`config.mk`:
```
export PLATFORM = sky130hd
export DESIGN_NAME = dmg_clk_top
export DESIGN_NICKNAME = d
export VERILOG_FILES = /design/src/hdl/dmg_clk_pkg.sv /design/src/hdl/clk_phase_gen.sv /design/src/hdl/reset_seq.sv /design/src/hdl/div_timer.sv /design/src/hdl/timer_apb_regs.sv /design/src/hdl/dmg_clk_top.sv
export SDC_FILE = /design/constraint.sdc
export NUM_CORES = 1
export LEC_CHECK = 0
export BUFFER_PORTS_ARGS = -buffer_cell sky130_fd_sc_hd__clkbuf_2
export CORE_ASPECT_RATIO = 1.4
export CORE_MARGIN = 2
export CORE_UTILIZATION = 50
export DETAILED_ROUTE_END_ITERATION = 12
export GPL_TIMING_DRIVEN = 0
export HOLD_SLACK_MARGIN = 0.15
export PLACE_DENSITY_LB_ADDON = 0.3
export SLEW_MARGIN = 0
export SYNTH_ARGS = -nofsm -noshare
export SYNTH_HDL_FRONTEND = slang
export SYNTH_SLANG_ARGS = --single-unit
```
`constraint.sdc`:
```
create_clock -name clk -period 2.5 [get_ports clk]
set_input_delay 0.125 -clock clk [delete_from_list [all_inputs] [get_ports clk]]
set_output_delay 0.125 -clock clk [all_outputs]
set_load 0.02 [all_outputs]
```
`src/hdl/dmg_clk_pkg.sv`:
```
// Shared constants for the console clock, reset and timer block
package dmg_clk_pkg;

	// Phase sequencer
	localparam int PHASE_W = 2;

	// CPU_PHI high from this phase to the end of the cycle
	localparam logic [PHASE_W-1:0] PHASE_DATA_START = 2'd2;
	localparam logic [PHASE_W-1:0] PHASE_TICK = 2'd3;	// Last phase of a machine cycle

	// Divider
	localparam int DIV_W = 16;

	// Stand-in for the 16 Hz tap, kept low so simulation stays short
	localparam int STABLE_BIT = 3;

	// Divider taps picked by TAC clock select
	localparam int TAC_SEL_BIT0 = 7;
	localparam int TAC_SEL_BIT1 = 1;
	localparam int TAC_SEL_BIT2 = 3;
	localparam int TAC_SEL_BIT3 = 5;

	// APB register map
	localparam int ADDR_W = 3;
	localparam int DATA_W = 8;

	localparam logic [ADDR_W-1:0] ADDR_DIV = 3'd0;
	localparam logic [ADDR_W-1:0] ADDR_TIMA = 3'd1;
	localparam logic [ADDR_W-1:0] ADDR_TMA = 3'd2;
	localparam logic [ADDR_W-1:0] ADDR_TAC = 3'd3;
	localparam logic [ADDR_W-1:0] ADDR_STATUS = 3'd4;	// Highest valid address

endpackage

```
`src/hdl/clk_phase_gen.sv`:
```
`timescale 1ns/10ps
// Four-phase sequencer making the CPU bus strobes and the machine-cycle tick
module clk_phase_gen (
	input  logic clk,
	input  logic reset,
	input  logic clk_ena,
	input  logic osc_ena,
	output logic adr_strobe,
	output logic data_strobe,
	output logic inc_strobe,
	output logic latch_strobe,
	output logic main_tick
);

	logic [dmg_clk_pkg::PHASE_W-1:0] phase;
	logic adr_d;
	logic data_d;
	logic inc_d;
	logic latch_d;
	logic tick_d;

	// Phase counter, frozen while clk_ena is low
	always_ff @(posedge clk) begin
		if (reset) begin
			phase <= '0;
		end else if (clk_ena) begin
			phase <= phase + 1'b1;
		end
	end

	// Strobe decode of the current phase
	always_comb begin
		data_d = (phase >= dmg_clk_pkg::PHASE_DATA_START);	// CPU_PHI
		inc_d = (phase == dmg_clk_pkg::PHASE_TICK);	// CPU_T4
		latch_d = (phase == 2'd1);	// BUKE
		adr_d = osc_ena & (phase != dmg_clk_pkg::PHASE_TICK);

		// Only when the counter actually leaves the last phase
		// so a stopped sequencer never stretches the tick
		tick_d = clk_ena & osc_ena & (phase == dmg_clk_pkg::PHASE_TICK);
	end

	// Registered strobes, one clock behind the phase
	always_ff @(posedge clk) begin
		if (reset) begin
			adr_strobe <= 1'b0;
			data_strobe <= 1'b0;
			inc_strobe <= 1'b0;
			latch_strobe <= 1'b0;
			main_tick <= 1'b0;
		end else begin
			adr_strobe <= adr_d;
			data_strobe <= data_d;
			inc_strobe <= inc_d;
			latch_strobe <= latch_d;
			main_tick <= tick_d;	// BOGA
		end
	end

endmodule

```
`src/hdl/reset_seq.sv`:
```
`timescale 1ns/10ps
// Oscillator-stable latch and machine-cycle aligned CPU reset release
module reset_seq (
	input  logic clk,
	input  logic reset,
	input  logic clk_ena,
	input  logic osc_ena,
	input  logic main_tick,
	input  logic stable_src,
	output logic osc_stable,
	output logic sync_reset
);

	logic stable_q;	// TUBO
	logic sync_reset_q;	// AFER

	// Set once the divider tap is seen high on a running tick
	always_ff @(posedge clk) begin
		if (reset) begin
			stable_q <= 1'b0;
		end else if (!osc_ena) begin
			stable_q <= 1'b0;	// Oscillator off drops it at once
		end else if (main_tick && clk_ena && stable_src) begin
			stable_q <= 1'b1;
		end
	end

	// CPU reset held until a tick arrives with the oscillator stable
	always_ff @(posedge clk) begin
		if (reset) begin
			sync_reset_q <= 1'b1;
		end else if (!stable_q) begin
			sync_reset_q <= 1'b1;	// Re-asserts the CPU reset after a drop
		end else if (main_tick) begin
			sync_reset_q <= 1'b0;
		end
	end

	assign osc_stable = stable_q;
	assign sync_reset = sync_reset_q;

endmodule

```
`src/hdl/div_timer.sv`:
```
`timescale 1ns/10ps
// Divider and timer unit with modulo reload and overflow interrupt
module div_timer (
	input  logic clk,
	input  logic reset,
	input  logic main_tick,
	input  logic sync_reset,
	input  logic div_clear,
	input  logic tima_wr,
	input  logic tma_wr,
	input  logic tac_wr,
	input  logic irq_clear,
	input  logic [dmg_clk_pkg::DATA_W-1:0] wdata,
	output logic [dmg_clk_pkg::DATA_W-1:0] div_hi,
	output logic [dmg_clk_pkg::DATA_W-1:0] tima,
	output logic [dmg_clk_pkg::DATA_W-1:0] tma,
	output logic [dmg_clk_pkg::DATA_W-1:0] tac,
	output logic stable_src,
	output logic timer_irq
);

	logic [dmg_clk_pkg::DIV_W-1:0] div_q;
	logic [dmg_clk_pkg::DATA_W-1:0] tima_q;
	logic [dmg_clk_pkg::DATA_W-1:0] tma_q;
	logic [2:0] tac_q;	// Enable and clock select
	logic irq_q;
	logic sel_bit;
	logic sel_bit_q;
	logic tima_inc;
	logic tima_ovf;

	// Free-running divider, one count per machine cycle
	always_ff @(posedge clk) begin
		if (reset) begin
			div_q <= '0;
		end else if (div_clear) begin
			div_q <= '0;
		end else if (main_tick) begin
			div_q <= div_q + 1'b1;
		end
	end

	// Divider tap picked by TAC
	always_comb begin
		case (tac_q[1:0])
			2'd0: sel_bit = div_q[dmg_clk_pkg::TAC_SEL_BIT0];
			2'd1: sel_bit = div_q[dmg_clk_pkg::TAC_SEL_BIT1];
			2'd2: sel_bit = div_q[dmg_clk_pkg::TAC_SEL_BIT2];
			default: sel_bit = div_q[dmg_clk_pkg::TAC_SEL_BIT3];
		endcase
	end

	always_ff @(posedge clk) begin
		if (reset) begin
			sel_bit_q <= 1'b0;
		end else begin
			sel_bit_q <= sel_bit;
		end
	end

	// A falling tap counts, so a DIV clear can bump TIMA as on the real chip
	assign tima_inc = sel_bit_q & ~sel_bit & tac_q[2] & ~sync_reset;
	assign tima_ovf = tima_inc & (tima_q == '1);

	always_ff @(posedge clk) begin
		if (reset) begin
			tima_q <= '0;
		end else if (tima_wr) begin
			tima_q <= wdata;	// Write beats the count
		end else if (tima_ovf) begin
			tima_q <= tma_q;	// Modulo reload
		end else if (tima_inc) begin
			tima_q <= tima_q + 1'b1;
		end
	end

	always_ff @(posedge clk) begin
		if (reset) begin
			tma_q <= '0;
			tac_q <= '0;
		end else begin
			if (tma_wr)
				tma_q <= wdata;
			if (tac_wr)
				tac_q <= wdata[2:0];
		end
	end

	// Overflow flag, no set when a TIMA write took the cycle
	always_ff @(posedge clk) begin
		if (reset) begin
			irq_q <= 1'b0;
		end else if (irq_clear) begin
			irq_q <= 1'b0;
		end else if (tima_ovf && !tima_wr) begin
			irq_q <= 1'b1;
		end
	end

	assign div_hi = div_q[dmg_clk_pkg::DIV_W-1 -: dmg_clk_pkg::DATA_W];
	assign tima = tima_q;
	assign tma = tma_q;
	assign tac = {{(dmg_clk_pkg::DATA_W-3){1'b0}}, tac_q};
	assign stable_src = div_q[dmg_clk_pkg::STABLE_BIT];
	assign timer_irq = irq_q;

endmodule

```
`src/hdl/timer_apb_regs.sv`:
```
`timescale 1ns/10ps
// APB slave for the divider, timer and status registers
module timer_apb_regs (
	input  logic clk,
	input  logic reset,
	input  logic psel,
	input  logic penable,
	input  logic pwrite,
	input  logic [dmg_clk_pkg::ADDR_W-1:0] paddr,
	input  logic [dmg_clk_pkg::DATA_W-1:0] pwdata,
	input  logic [dmg_clk_pkg::DATA_W-1:0] div_hi,
	input  logic [dmg_clk_pkg::DATA_W-1:0] tima,
	input  logic [dmg_clk_pkg::DATA_W-1:0] tma,
	input  logic [dmg_clk_pkg::DATA_W-1:0] tac,
	input  logic timer_irq,
	input  logic osc_stable,
	input  logic sync_reset,
	output logic [dmg_clk_pkg::DATA_W-1:0] prdata,
	output logic pready,
	output logic pslverr,
	output logic div_clear,
	output logic tima_wr,
	output logic tma_wr,
	output logic tac_wr,
	output logic irq_clear,
	output logic [dmg_clk_pkg::DATA_W-1:0] wdata
);

	logic [dmg_clk_pkg::ADDR_W-1:0] addr_q;
	logic addr_err_q;
	logic setup;
	logic access;
	logic wr;
	logic [dmg_clk_pkg::DATA_W-1:0] status;
	logic [dmg_clk_pkg::DATA_W-1:0] rd_mux;

	assign setup = psel & ~penable;
	assign access = psel & penable;

	// Address decoded during the setup cycle, used in the access cycle
	always_ff @(posedge clk) begin
		if (reset) begin
			addr_q <= '0;
			addr_err_q <= 1'b0;
		end else if (setup) begin
			addr_q <= paddr;
			addr_err_q <= (paddr > dmg_clk_pkg::ADDR_STATUS);
		end
	end

	assign wr = access & pwrite & ~addr_err_q;	// Bad address writes nothing

	// One-cycle strobes, registers update at the end of the access cycle
	assign div_clear = wr & (addr_q == dmg_clk_pkg::ADDR_DIV);	// Any value clears
	assign tima_wr = wr & (addr_q == dmg_clk_pkg::ADDR_TIMA);
	assign tma_wr = wr & (addr_q == dmg_clk_pkg::ADDR_TMA);
	assign tac_wr = wr & (addr_q == dmg_clk_pkg::ADDR_TAC);
	assign irq_clear = wr & (addr_q == dmg_clk_pkg::ADDR_STATUS) & pwdata[0];
	assign wdata = pwdata;

	assign status = {{(dmg_clk_pkg::DATA_W-3){1'b0}}, sync_reset, osc_stable, timer_irq};

	always_comb begin
		case (addr_q)
			dmg_clk_pkg::ADDR_DIV: rd_mux = div_hi;
			dmg_clk_pkg::ADDR_TIMA: rd_mux = tima;
			dmg_clk_pkg::ADDR_TMA: rd_mux = tma;
			dmg_clk_pkg::ADDR_TAC: rd_mux = tac;
			dmg_clk_pkg::ADDR_STATUS: rd_mux = status;
			default: rd_mux = '0;	// Unmapped reads as zero
		endcase
	end

	assign prdata = (access & ~pwrite) ? rd_mux : '0;
	assign pready = 1'b1;	// No wait states
	assign pslverr = access & addr_err_q;

endmodule

```
`src/hdl/dmg_clk_top.sv`:
```
`timescale 1ns/10ps
// Clock, reset and timer block top joining sequencer, reset logic, timer and APB slave
module dmg_clk_top (
	input  logic clk,
	input  logic reset,
	input  logic clk_ena,
	input  logic osc_ena,
	input  logic psel,
	input  logic penable,
	input  logic pwrite,
	input  logic [dmg_clk_pkg::ADDR_W-1:0] paddr,
	input  logic [dmg_clk_pkg::DATA_W-1:0] pwdata,
	output logic [dmg_clk_pkg::DATA_W-1:0] prdata,
	output logic pready,
	output logic pslverr,
	output logic adr_strobe,
	output logic data_strobe,
	output logic inc_strobe,
	output logic latch_strobe,
	output logic main_tick,
	output logic osc_stable,
	output logic sync_reset,
	output logic timer_irq
);

	logic stable_src;
	logic div_clear;
	logic tima_wr;
	logic tma_wr;
	logic tac_wr;
	logic irq_clear;
	logic [dmg_clk_pkg::DATA_W-1:0] wdata;
	logic [dmg_clk_pkg::DATA_W-1:0] div_hi;
	logic [dmg_clk_pkg::DATA_W-1:0] tima;
	logic [dmg_clk_pkg::DATA_W-1:0] tma;
	logic [dmg_clk_pkg::DATA_W-1:0] tac;

	clk_phase_gen u_clk_phase_gen (
		.clk(clk), .reset(reset), .clk_ena(clk_ena), .osc_ena(osc_ena),
		.adr_strobe(adr_strobe), .data_strobe(data_strobe), .inc_strobe(inc_strobe),
		.latch_strobe(latch_strobe), .main_tick(main_tick)
	);

	reset_seq u_reset_seq (
		.clk(clk), .reset(reset), .clk_ena(clk_ena), .osc_ena(osc_ena),
		.main_tick(main_tick), .stable_src(stable_src),
		.osc_stable(osc_stable), .sync_reset(sync_reset)
	);

	div_timer u_div_timer (
		.clk(clk), .reset(reset), .main_tick(main_tick), .sync_reset(sync_reset),
		.div_clear(div_clear), .tima_wr(tima_wr), .tma_wr(tma_wr), .tac_wr(tac_wr),
		.irq_clear(irq_clear), .wdata(wdata), .div_hi(div_hi), .tima(tima), .tma(tma),
		.tac(tac), .stable_src(stable_src), .timer_irq(timer_irq)
	);

	timer_apb_regs u_timer_apb_regs (
		.clk(clk), .reset(reset), .psel(psel), .penable(penable), .pwrite(pwrite),
		.paddr(paddr), .pwdata(pwdata), .div_hi(div_hi), .tima(tima), .tma(tma),
		.tac(tac), .timer_irq(timer_irq), .osc_stable(osc_stable),
		.sync_reset(sync_reset), .prdata(prdata), .pready(pready), .pslverr(pslverr),
		.div_clear(div_clear), .tima_wr(tima_wr), .tma_wr(tma_wr), .tac_wr(tac_wr),
		.irq_clear(irq_clear), .wdata(wdata)
	);

endmodule

```
---- Word level (Yosys, flattened, before mapping) ----
Cells that the tools add are included.
Widths: inputs -> output; s select.
word-level totals
  latch bits .............................. 0
  input bits .............................. 18
  bits in writable memories ............... 0
  bits in registers ....................... 50
  memories kept ........................... 0
  memory bits (read-only) ................. 0
  word-level logic and storage cells ...... 74
  output and inout bits ................... 18
cells by class
  muxes and demuxes ....................... 6
  magnitude comparators ................... 2
  add/sub/neg operators ................... 3
  reduce and logical (&&, ||, !) cells .... 11
  bitwise gates (word level) .............. 26
  equality and inequality tests ........... 10
  shifts and indexed selects .............. 0
  multipliers ............................. 0
  div/mod/pow operators ................... 0
operators by type and width
  kind                   number
  $pmux 8 s5             1
  $mux 8                 4
  $and 1x1->1            19
  $add 16x1->16 const B  1
  $add 8x1->8 const B    1
  $eq 8x8->1 const B     1
  $reduce_or 2->1        4
  $not 1->1              7
  $eq 3x2->1 const B     2
  $eq 2x1->1 const B     2
  $eq 2x2->1 const B     2
  $eq 3x1->1 const B     1
  $eq 3x3->1 const B     1
  $gt 3x3->1 const B     1
  $logic_and 1x1->1      3
  $logic_not 3->1        1
  $pmux 1 s3             1
  $reduce_bool 3->1      1
  $add 2x1->2 const B    1
  $ge 2x2->1 const B     1
  $logic_not 2->1        1
  $ne 2x2->1 const B     1
  $logic_not 1->1        1

---- Logic depth before layout (Yosys ltp) ----
Gate-level depths: netlist of the first run.
  word-level depth ........................ 9
  mapped depth ............................ 6
  depth with buffers taken out ............ 5

---- By module ----
From an unflattened synthesis of the first run, not the netlist that was laid out.
unflattened totals
  cell total of the unflattened synthesis .. 316
  area total of the unflattened synthesis .. 2802.7 um^2
modules (own cells, without submodules)
  module          sequential area each (um^2)  times used  area an instance (um^2)  cells each
  div_timer       740.7                        1           1840.5                   215
  timer_apb_regs  80.1                         1           641.9                    73
  clk_phase_gen   140.1                        1           247.7                    22
  reset_seq       40.0                         1           72.6                     6

---- Worst setup path before layout of the first run ----
OpenSTA, ideal clock, no wires.
  kind .................................... register -> register
  start ................................... register u_clk_phase_gen.main_tick
  end ..................................... register u_div_timer.div_q[15] (netlist name)
  setup slack ............................. 0.677 ns
  data required time ...................... 2.430 ns
  stages on the path, launching flop included .. 6
  setup time .............................. 0.070 ns
  period minus slack after synthesis ...... 1.823 ns
  path buffers ............................ 1
  arrival ................................. 1.754 ns
  cells stage by stage .................... dfxtp_1 > clkbuf_1 > and4_1 > nand4_1 > or4_1 > a21oi_1
RTL lines
  what                      line                 source
  start: declaration        clk_phase_gen.sv:12  output logic main_tick
  start signal: assignment  clk_phase_gen.sv:56  main_tick <= tick_d;
  end signal: assignment    div_timer.sv:39      div_q <= div_q + 1'b1;
  end: declaration          div_timer.sv:22      logic [dmg_clk_pkg::DIV_W-1:0] div_q;

---- Worst setup path after layout of the first run ----
  start ................................... register u_timer_apb_regs.addr_q[0] (netlist name)
  end ..................................... output port prdata[2] (netlist name)
between the ends
  word-level cells in the longest chain between the ends .. 3
  elaborated cells on any way between the ends .. 7
  those cells by class .................... eq/ne (4); mux (2); reduce/logical (1)
RTL lines
  what                                      line                  source
  start: declaration                        timer_apb_regs.sv:29  logic [dmg_clk_pkg::ADDR_W-1:0] addr_q;
  start signal: assignment                  timer_apb_regs.sv:46  addr_q <= paddr;
  $eq 3x3->1, or another cell as far along  timer_apb_regs.sv:64  case (addr_q)
  $pmux 8 s5 (*)                            timer_apb_regs.sv:64
  $mux 8 (*)                                timer_apb_regs.sv:74  assign prdata = (access & ~pwrite) ? rd_mux : '0;
  end: declaration                          dmg_clk_top.sv:13     output logic [dmg_clk_pkg::DATA_W-1:0] prdata,
Every way passes the cells marked *; elsewhere a longest branch is shown, timed or not.

==> results by group, run 1 <==
Power
  – PnR Total Power: 1.40 mW
  – P per Cell Area: 467 nW/um^2
  – Maximum VDD drop: 0.446 mV
  – Pleak: 1.12 nW

Detailed routing
  – WL final: 6470 um
  – Vias: 2463
  – Pre-antenna DRT Iters: 4
  – Wirelength per Cell: 15.2 um
  – DRC viols: 0
  – Via-per-instance ratio: 5.80
  – Post-route ant nets: 0
  – Initial drt markers: 236

Floorplanning
  – Row Count: 30
  – Top Ports: 36
  – Die ar.: 5680 sq um
  – CORE AREA: 4880 sq um
  – Initial core utilization: 52.1%
  – Die Wd: 64.3 um
  – Chip Height: 88.4 um

Timing
  – F_max: 0.460 GHz
  – Tcrit/Tclk final: 87.0%
  – Fin crit period: 2170 ps
  – Worst hold slack: 245 ps
  – Setup Skew: 12.7 ps
  – RSZ-0062 raised after global routing: false
  – Relative slew slack: 57.2%
  – Final Setup Violations: 0
  – Final max-slew violation count: 0
  – Final Hold Fails: 0
  – Setup TNS Final: 0 ps
  – Worst-margin pin slew: 642 ps

Final layout
  – Final instance area: 3000 sq um
  – Layout Utilization: 61.6%
  – Ant diodes: 0
  – Filler Cells Inserted: 467
  – Area occupied by multi-input gates: 1430 sq um
  – Layout cell share with drive strength beyond 1: 13.0%
  – Syn-to-layout area delta: 18.2%
  – Reg area: 1000 sq um
  – Nets@finish: 384

Critical path
  – RR Endpoint: u_div_timer.tima[4]
  – Critical path arrival: 2050 ps
  – R2r setup slk: 440 ps
  – CP startpoint kind: register
  – Critical Path End: prdata[2]
  – Worst-path fanout max: 10
  – Reg2reg start: u_div_timer.tima[1]
  – Critical Path Start: u_timer_apb_regs.addr_q[0]
  – Critical path class: register to output pin
  – Critical path data required time: 2380 ps
  – Crit. End Element: output pin
  – Cells on worst reg2reg path: 5

Synthesis
  – Sequential area share after synthesis: 39.4%
  – Cell variety after synth: 52
  – Mapped Avg Cell Area: 8.28 sq um
  – Async SR Flop Fraction: 0%
  – Main flop type after synthesis: dfxtp_1
  – Synth Net Count: 330
  – Synth Register Bits: 50
  – Post-synthesis cell area: 2540 sq um
  – Yosys warns: 0
  – Synthesized instance count: 307
  – EDFF count, synth: 0

Placed design
  – IO Port Bufs: 34
  – GP Congestion: 0.889
  – HPWL Detailed: 4860 um
  – Placed Area: 2790 sq um

CTS
  – CTS Sinks: 50
  – CTS clk-pin slew, worst paths: 90 ps
  – Insertion delay to the later sink of the worst-skew pair: 310 ps
  – H-tree depth: 2
  – Root buf cell: clkbuf_8
  – Clk buf depth: 2
  – CTS tree: built
  – CTS buffer count: 5
  – Post-CTS Setup Bufs: 0

Global routing
  – Vias in the first global route: 2350
  – Gr usage total: 23.9%
  – Global-route wire length before repair: 10600 um
  – Initial antenna violation count: 0
  – Gr ovfl total: 0
  – Largest net degree at the start of global routing: 15

Hold path
  – Hold crit path type: input pin to register
  – Hold Path Stages: 3

Outcome
  – Status: finished, final reports clean

Job
  – Max Cap Viol: 0
==> registers in the layout (all words and copies together) (netlist names), 2 cells and up <==
signal / cells
u_div_timer.div_q: 16
u_div_timer.tma: 8
u_timer_apb_regs.addr_q: 3
u_div_timer.tima: 8
u_clk_phase_gen.phase: 2
u_div_timer.tac_q: 3
==> worst min path at each step <==
| stage | slack (ps) | end | startpoint |
|---|---|---|---|
| CTS | 240 | u_clk_phase_gen.main_tick | reset |
| detailed placement | 370 | u_div_timer.tima[6] | pwdata[6] |
| global placement | 370 | u_div_timer.tima[6] | pwdata[6] |
| finish | 240 | u_clk_phase_gen.main_tick | reset |
| global route | 250 | u_clk_phase_gen.main_tick | reset |
| floorplan | 220 | u_clk_phase_gen.phase[1] | clk_ena |
==> final cells by class <==
type / count / area share [%]
multi-input combinational: 231 / 47.6
sequential: 50 / 33.3
timing repair buffer: 47 / 10.0
tap: 64 / 2.67
clock buffer: 6 / 2.42
buffer: 15 / 2.33
inverter: 11 / 1.37
clock inverter: 1 / 0.250
==> cell families (layout without fill, tap and decap cells) <==
| family | after synthesis | count (layout) | synth area share [%] |
|---|---|---|---|
| adders and majority gates | 5 | 5 | 2.46 |
| AOI/OAI and AO/OA | 58 | 58 | 15.2 |
| other | 1 | 1 | 0.147 |
| muxes | 16 | 16 | 6.79 |
| DFF | 50 | 50 | 39.4 |
| xor gates and xnor gates | 14 | 14 | 4.82 |
| and+or+nand+nor | 137 | 137 | 26.9 |
| buffers and inverters | 26 | 80 | 4.33 |
==> where the power goes <==
part | internal [mW] | switching (mW)
Sequential | 0.808 | 0.0115
Clock | 0.193 | 0.266
Combinational | 0.0519 | 0.0721
Total | 1.05 | 0.350
==> cell usage after synthesis (2+ instances only) <==
cell	number	share of area, %
a211oi_1	3	0.89
a21o_1	3	0.89
a21oi_1	23	4.5
a22oi_1	3	0.89
a311oi_1	2	0.69
a31oi_1	4	0.98
a32o_1	3	1.2
and3_1	6	1.5
and4_1	3	1.0
buf_1	2	0.30
clkbuf_1	10	1.5
dfxtp_1	50	39
ha_1	5	2.5
inv_1	11	1.6
mux2i_1	15	5.9
nand2_1	17	2.5
nand2b_1	4	0.98
nand3_1	21	4.1
nand3b_1	4	1.2
nand4_1	7	1.7
nor2_1	47	6.9
nor2b_1	6	1.5
nor3_1	7	1.4
nor3b_1	2	0.59
nor4_1	6	1.5
o21ai_0	4	0.79
o41ai_1	2	0.69
xnor2_1	10	3.4
xor2_1	4	1.4
==> repair_timing <==
action	in CTS	in global routing
resized for setup	0	2
setup endpoints to repair	0	1
hold buffers	13	0
endpoints found under the hold margin	27	0
==> layer usage <==
layer	wire [um]	GRT usage [%]	part of all wire (%)	vias to the layer above
met3	249	4.33	3.8	26
li1	-	-	-	1212
met5	0	0	0	-
met4	305	14.1	4.7	0
met2	3320	44.0	51	78
met1	2600	25.4	40	1147
==> critical path, cell delays in order (launching register included) <==
cell and delay (ps):
dfxtp_1 340, clkbuf_1 230, nor3b_1 370, clkbuf_2 290
a22oi_1 120, a21oi_1 190, clkbuf_2 190
==> per-stage QoR <==
| stage | instances | setup slack [ps] |
|---|---|---|
| after detailed placement | 405 | 527 |
| after global routing | 425 | 157 |
| after CTS | 425 | 196 |
| after floorplan | 307 | 677 |
| after global placement | 405 | 553 |
| final | 425 | 326 |
==> cells in the final DEF, fill, tap and decap left out, types with 4 or more instances in the layout <==
master	n
dfxtp_1	50
nor2_1	47
clkbuf_2	35
a21oi_1	23
nand3_1	21
nand2_1	17
mux2i_1	15
dlygate4sd3_1	13
inv_1	11
clkbuf_1	10
xnor2_1	10
nor3_1	7
nand4_1	7
nor2b_1	6
and3_1	6
nor4_1	6
ha_1	5
clkbuf_8	5
o21ai_0	4
nand2b_1	4
xor2_1	4
a31oi_1	4
nand3b_1	4
No activity file was read; power rests on OpenSTA's default activity.
==> run 2: changes to the inputs <==
--- a/config.mk
+++ b/config.mk
@@ -5,6 +5,7 @@
 export SDC_FILE = /design/constraint.sdc
 export NUM_CORES = 1
 export LEC_CHECK = 0
+export ABC_AREA = 1
 export BUFFER_PORTS_ARGS = -buffer_cell sky130_fd_sc_hd__clkbuf_2
 export CORE_ASPECT_RATIO = 1.4
 export CORE_MARGIN = 2
==> results by group, run 2 <==
Detailed routing
  – Initial drt markers: 144
  – Post-route ant nets: 0
  – Vias: 2664
  – Via-per-instance ratio: 5.19
  – WL final: 6560 um
  – Wirelength per Cell: 12.8 um
  – Pre-antenna DRT Iters: 5
  – DRC viols: 0

Critical path
  – Number of buffer and inverter stages on the critical path: 3
  – Critical path data required time: 2380 ps
  – Worst-path fanout max: 7
  – RR Endpoint: u_div_timer.tima[0]
  – R2r setup slk: 760 ps
  – Crit-path cells: inv_1 -> nand3_1 -> inv_1 -> a211oi_1 -> nor2_1 -> clkbuf_2
  – Critical Path Start: u_timer_apb_regs.addr_q[2]
  – Worst path max stage delay: 490 ps
  – Critical path class: register to output pin
  – Max stage delay cell, worst path: dfxtp_1
  – Crit path max-delay family: flip-flops
  – Most common cell on crit path: inv_1
  – Cells on worst reg2reg path: 8
  – CP startpoint kind: register
  – Reg2reg start: u_div_timer.tima[0]
  – Levels on crit path: 6
  – Crit. End Element: output pin
  – Critical Path End: prdata[2]
  – Critical path arrival: 1890 ps

Synthesis
  – Most frequent cell after synthesis: nand2_1
  – Async SR Flop Fraction: 0%
  – Synthesized instance count: 394
  – Sequential area share after synthesis: 37.6%
  – Yosys warns: 0
  – Cell variety after synth: 34
  – Mapped Avg Cell Area: 6.76 sq um
  – Post-synthesis cell area: 2660 sq um
  – Commonest cells in the netlist: 81 x nand2_1, 63 x inv_1, 50 x dfxtp_1
  – Cell taking the most area after synthesis: dfxtp_1
  – Synth top area cells: dfxtp_1 38%, nand2_1 11%, inv_1 8.9%
  – Synth Net Count: 417
  – Yosys top cell area share: 37.6%
  – Synth Register Bits: 50
  – Main flop type after synthesis: dfxtp_1
  – EDFF count, synth: 0

Placed design
  – DP Cell Count: 493
  – GP Congestion: 0.875
  – IO Port Bufs: 33
  – HPWL Detailed: 4960 um

Hold path
  – Hold crit path type: input pin to register
  – Hold Path Stages: 4

CTS
  – Root buf cell: clkbuf_8
  – Cells resized by post-CTS repair: 0
  – CTS Sinks: 50
  – CTS buffer count: 5
  – CTS clk-pin slew, worst paths: 90 ps
  – H-tree depth: 2
  – CTS tree: built
  – Insertion delay to the later sink of the worst-skew pair: 310 ps
  – Clk buf depth: 2
  – Post-CTS Setup Bufs: 0

Timing
  – Setup Skew: 6.70 ps
  – Worst-margin pin slew: 516 ps
  – Relative slew slack: 65.5%
  – Final Hold Fails: 0
  – Tcrit/Tclk final: 80.8%
  – Fin crit period: 2020 ps
  – RSZ-0062 raised after global routing: false
  – Final max-slew violation count: 0
  – Setup TNS Final: 0 ps
  – F_max: 0.495 GHz
  – Final Setup Violations: 0

Global routing
  – Global-route wire length before repair: 11500 um
  – Initial antenna violation count: 0
  – Gr usage total: 24.4%
  – Gr ovfl total: 0
  – Largest net degree at the start of global routing: 16
  – Vias in the first global route: 2572

Final layout
  – Area occupied by multi-input gates: 1370 sq um
  – Most common cell after layout, fill and taps aside: nand2_1
  – Number of flip-flops in the largest register: 16
  – Layout cell share with drive strength beyond 1: 14.8%
  – Reg area: 1000 sq um
  – Filler Cells Inserted: 499
  – Nets@finish: 469
  – Non-Filler Instances: 513
  – Top reg by flops: u_div_timer.div_q
  – Syn-to-layout area delta: 17.8%
  – Ant diodes: 0
  – Commonest non-fill, non-tap cells in the layout: 81 x nand2_1, 63 x inv_1, 50 x dfxtp_1, 44 x nor2_1, 38 x a21oi_1

Power
  – Pleak: 1.32 nW
  – Maximum VDD drop: 0.302 mV
  – PnR Total Power: 1.48 mW
  – P per Cell Area: 473 nW/um^2

Floorplanning
  – Die Wd: 65.7 um
  – Initial core utilization: 51.6%
  – Chip Height: 90.4 um
  – Row Count: 31
  – CORE AREA: 5160 sq um
  – Top Ports: 36
  – Die ar.: 5940 sq um

Job
  – Max Cap Viol: 0

Outcome
  – Status: finished, final reports clean
## run 2: tightest hold or removal path, cell delays in order
cell and delay, ps:
clkbuf_2 90, nor2_1 70, o211ai_1 80, a21oi_1 60
## run 2: final cells by class
class | instances | area share, %
multi-input cells | 271 | 43.8
flip-flops and latches | 50 | 31.9
repair buffers | 45 | 9.09
inverters | 67 | 8.02
clock buffers | 7 | 3.07
well taps | 66 | 2.63
plain buffers | 6 | 1.20
clock inverters | 1 | 0.279
## run 2: kinds of logic (layout without fill, tap and decap cells)
| family | after synthesis | after routing | synth area share, % |
|---|---|---|---|
| buffers and inverters | 73 | 126 | 10.8 |
| adder cells (fa/ha/maj) | 5 | 5 | 2.35 |
| AO/OA/AOI/OAI | 82 | 82 | 16.9 |
| other | 1 | 1 | 0.141 |
| flip-flops | 50 | 50 | 37.6 |
| AND/OR/NAND/NOR | 179 | 179 | 30.9 |
| XOR/XNOR | 4 | 4 | 1.32 |
## run 2: repair_timing
action | in CTS | in global routing
hold endpoints to repair | 15 | 0
setup endpoints to repair | 0 | 0
hold buffers | 12 | 0
## run 2: per-layer routing
layer	GRT usage [%]	routed length, um	vias to the layer above	share of wire, %
li1	-	-	1370	-
met4	9.20	139	0	2.1
met1	30.0	2790	1206	43
met5	0	0	-	0
met2	41.4	3320	75	51
met3	4.24	305	13	4.7
## run 2: where the power goes
part           total, mW  internal (mW)  switching [mW]
logic              0.130         0.0482          0.0819
clock network      0.532          0.254           0.278
registers          0.822          0.810          0.0125
total               1.48           1.11           0.373
## run 2: worst min-delay path by stage
stage                    from                          end  slack [ps]
floorplan             clk_ena     u_clk_phase_gen.phase[1]         210
global placement      clk_ena     u_clk_phase_gen.phase[1]         370
detailed placement    clk_ena     u_clk_phase_gen.phase[1]         370
CTS                 pwdata[1]         u_div_timer.tac_q[1]         150
global route        pwdata[1]           u_div_timer.tma[1]         190
finish                penable  u_timer_apb_regs.addr_err_q         170
## run 2: per-stage QoR
stage	utilization (%)	hold WS (ps)	worst slack, ps	cell area [sq um]
3_3_place_gp	56.4	366	796	2910
5_1_grt	60.8	193	343	3140
2_1_floorplan	-	215	1060	2660
3_5_place_dp	56.4	373	798	2910
6_report	60.8	167	481	3140
4_1_cts	60.8	151	504	3140
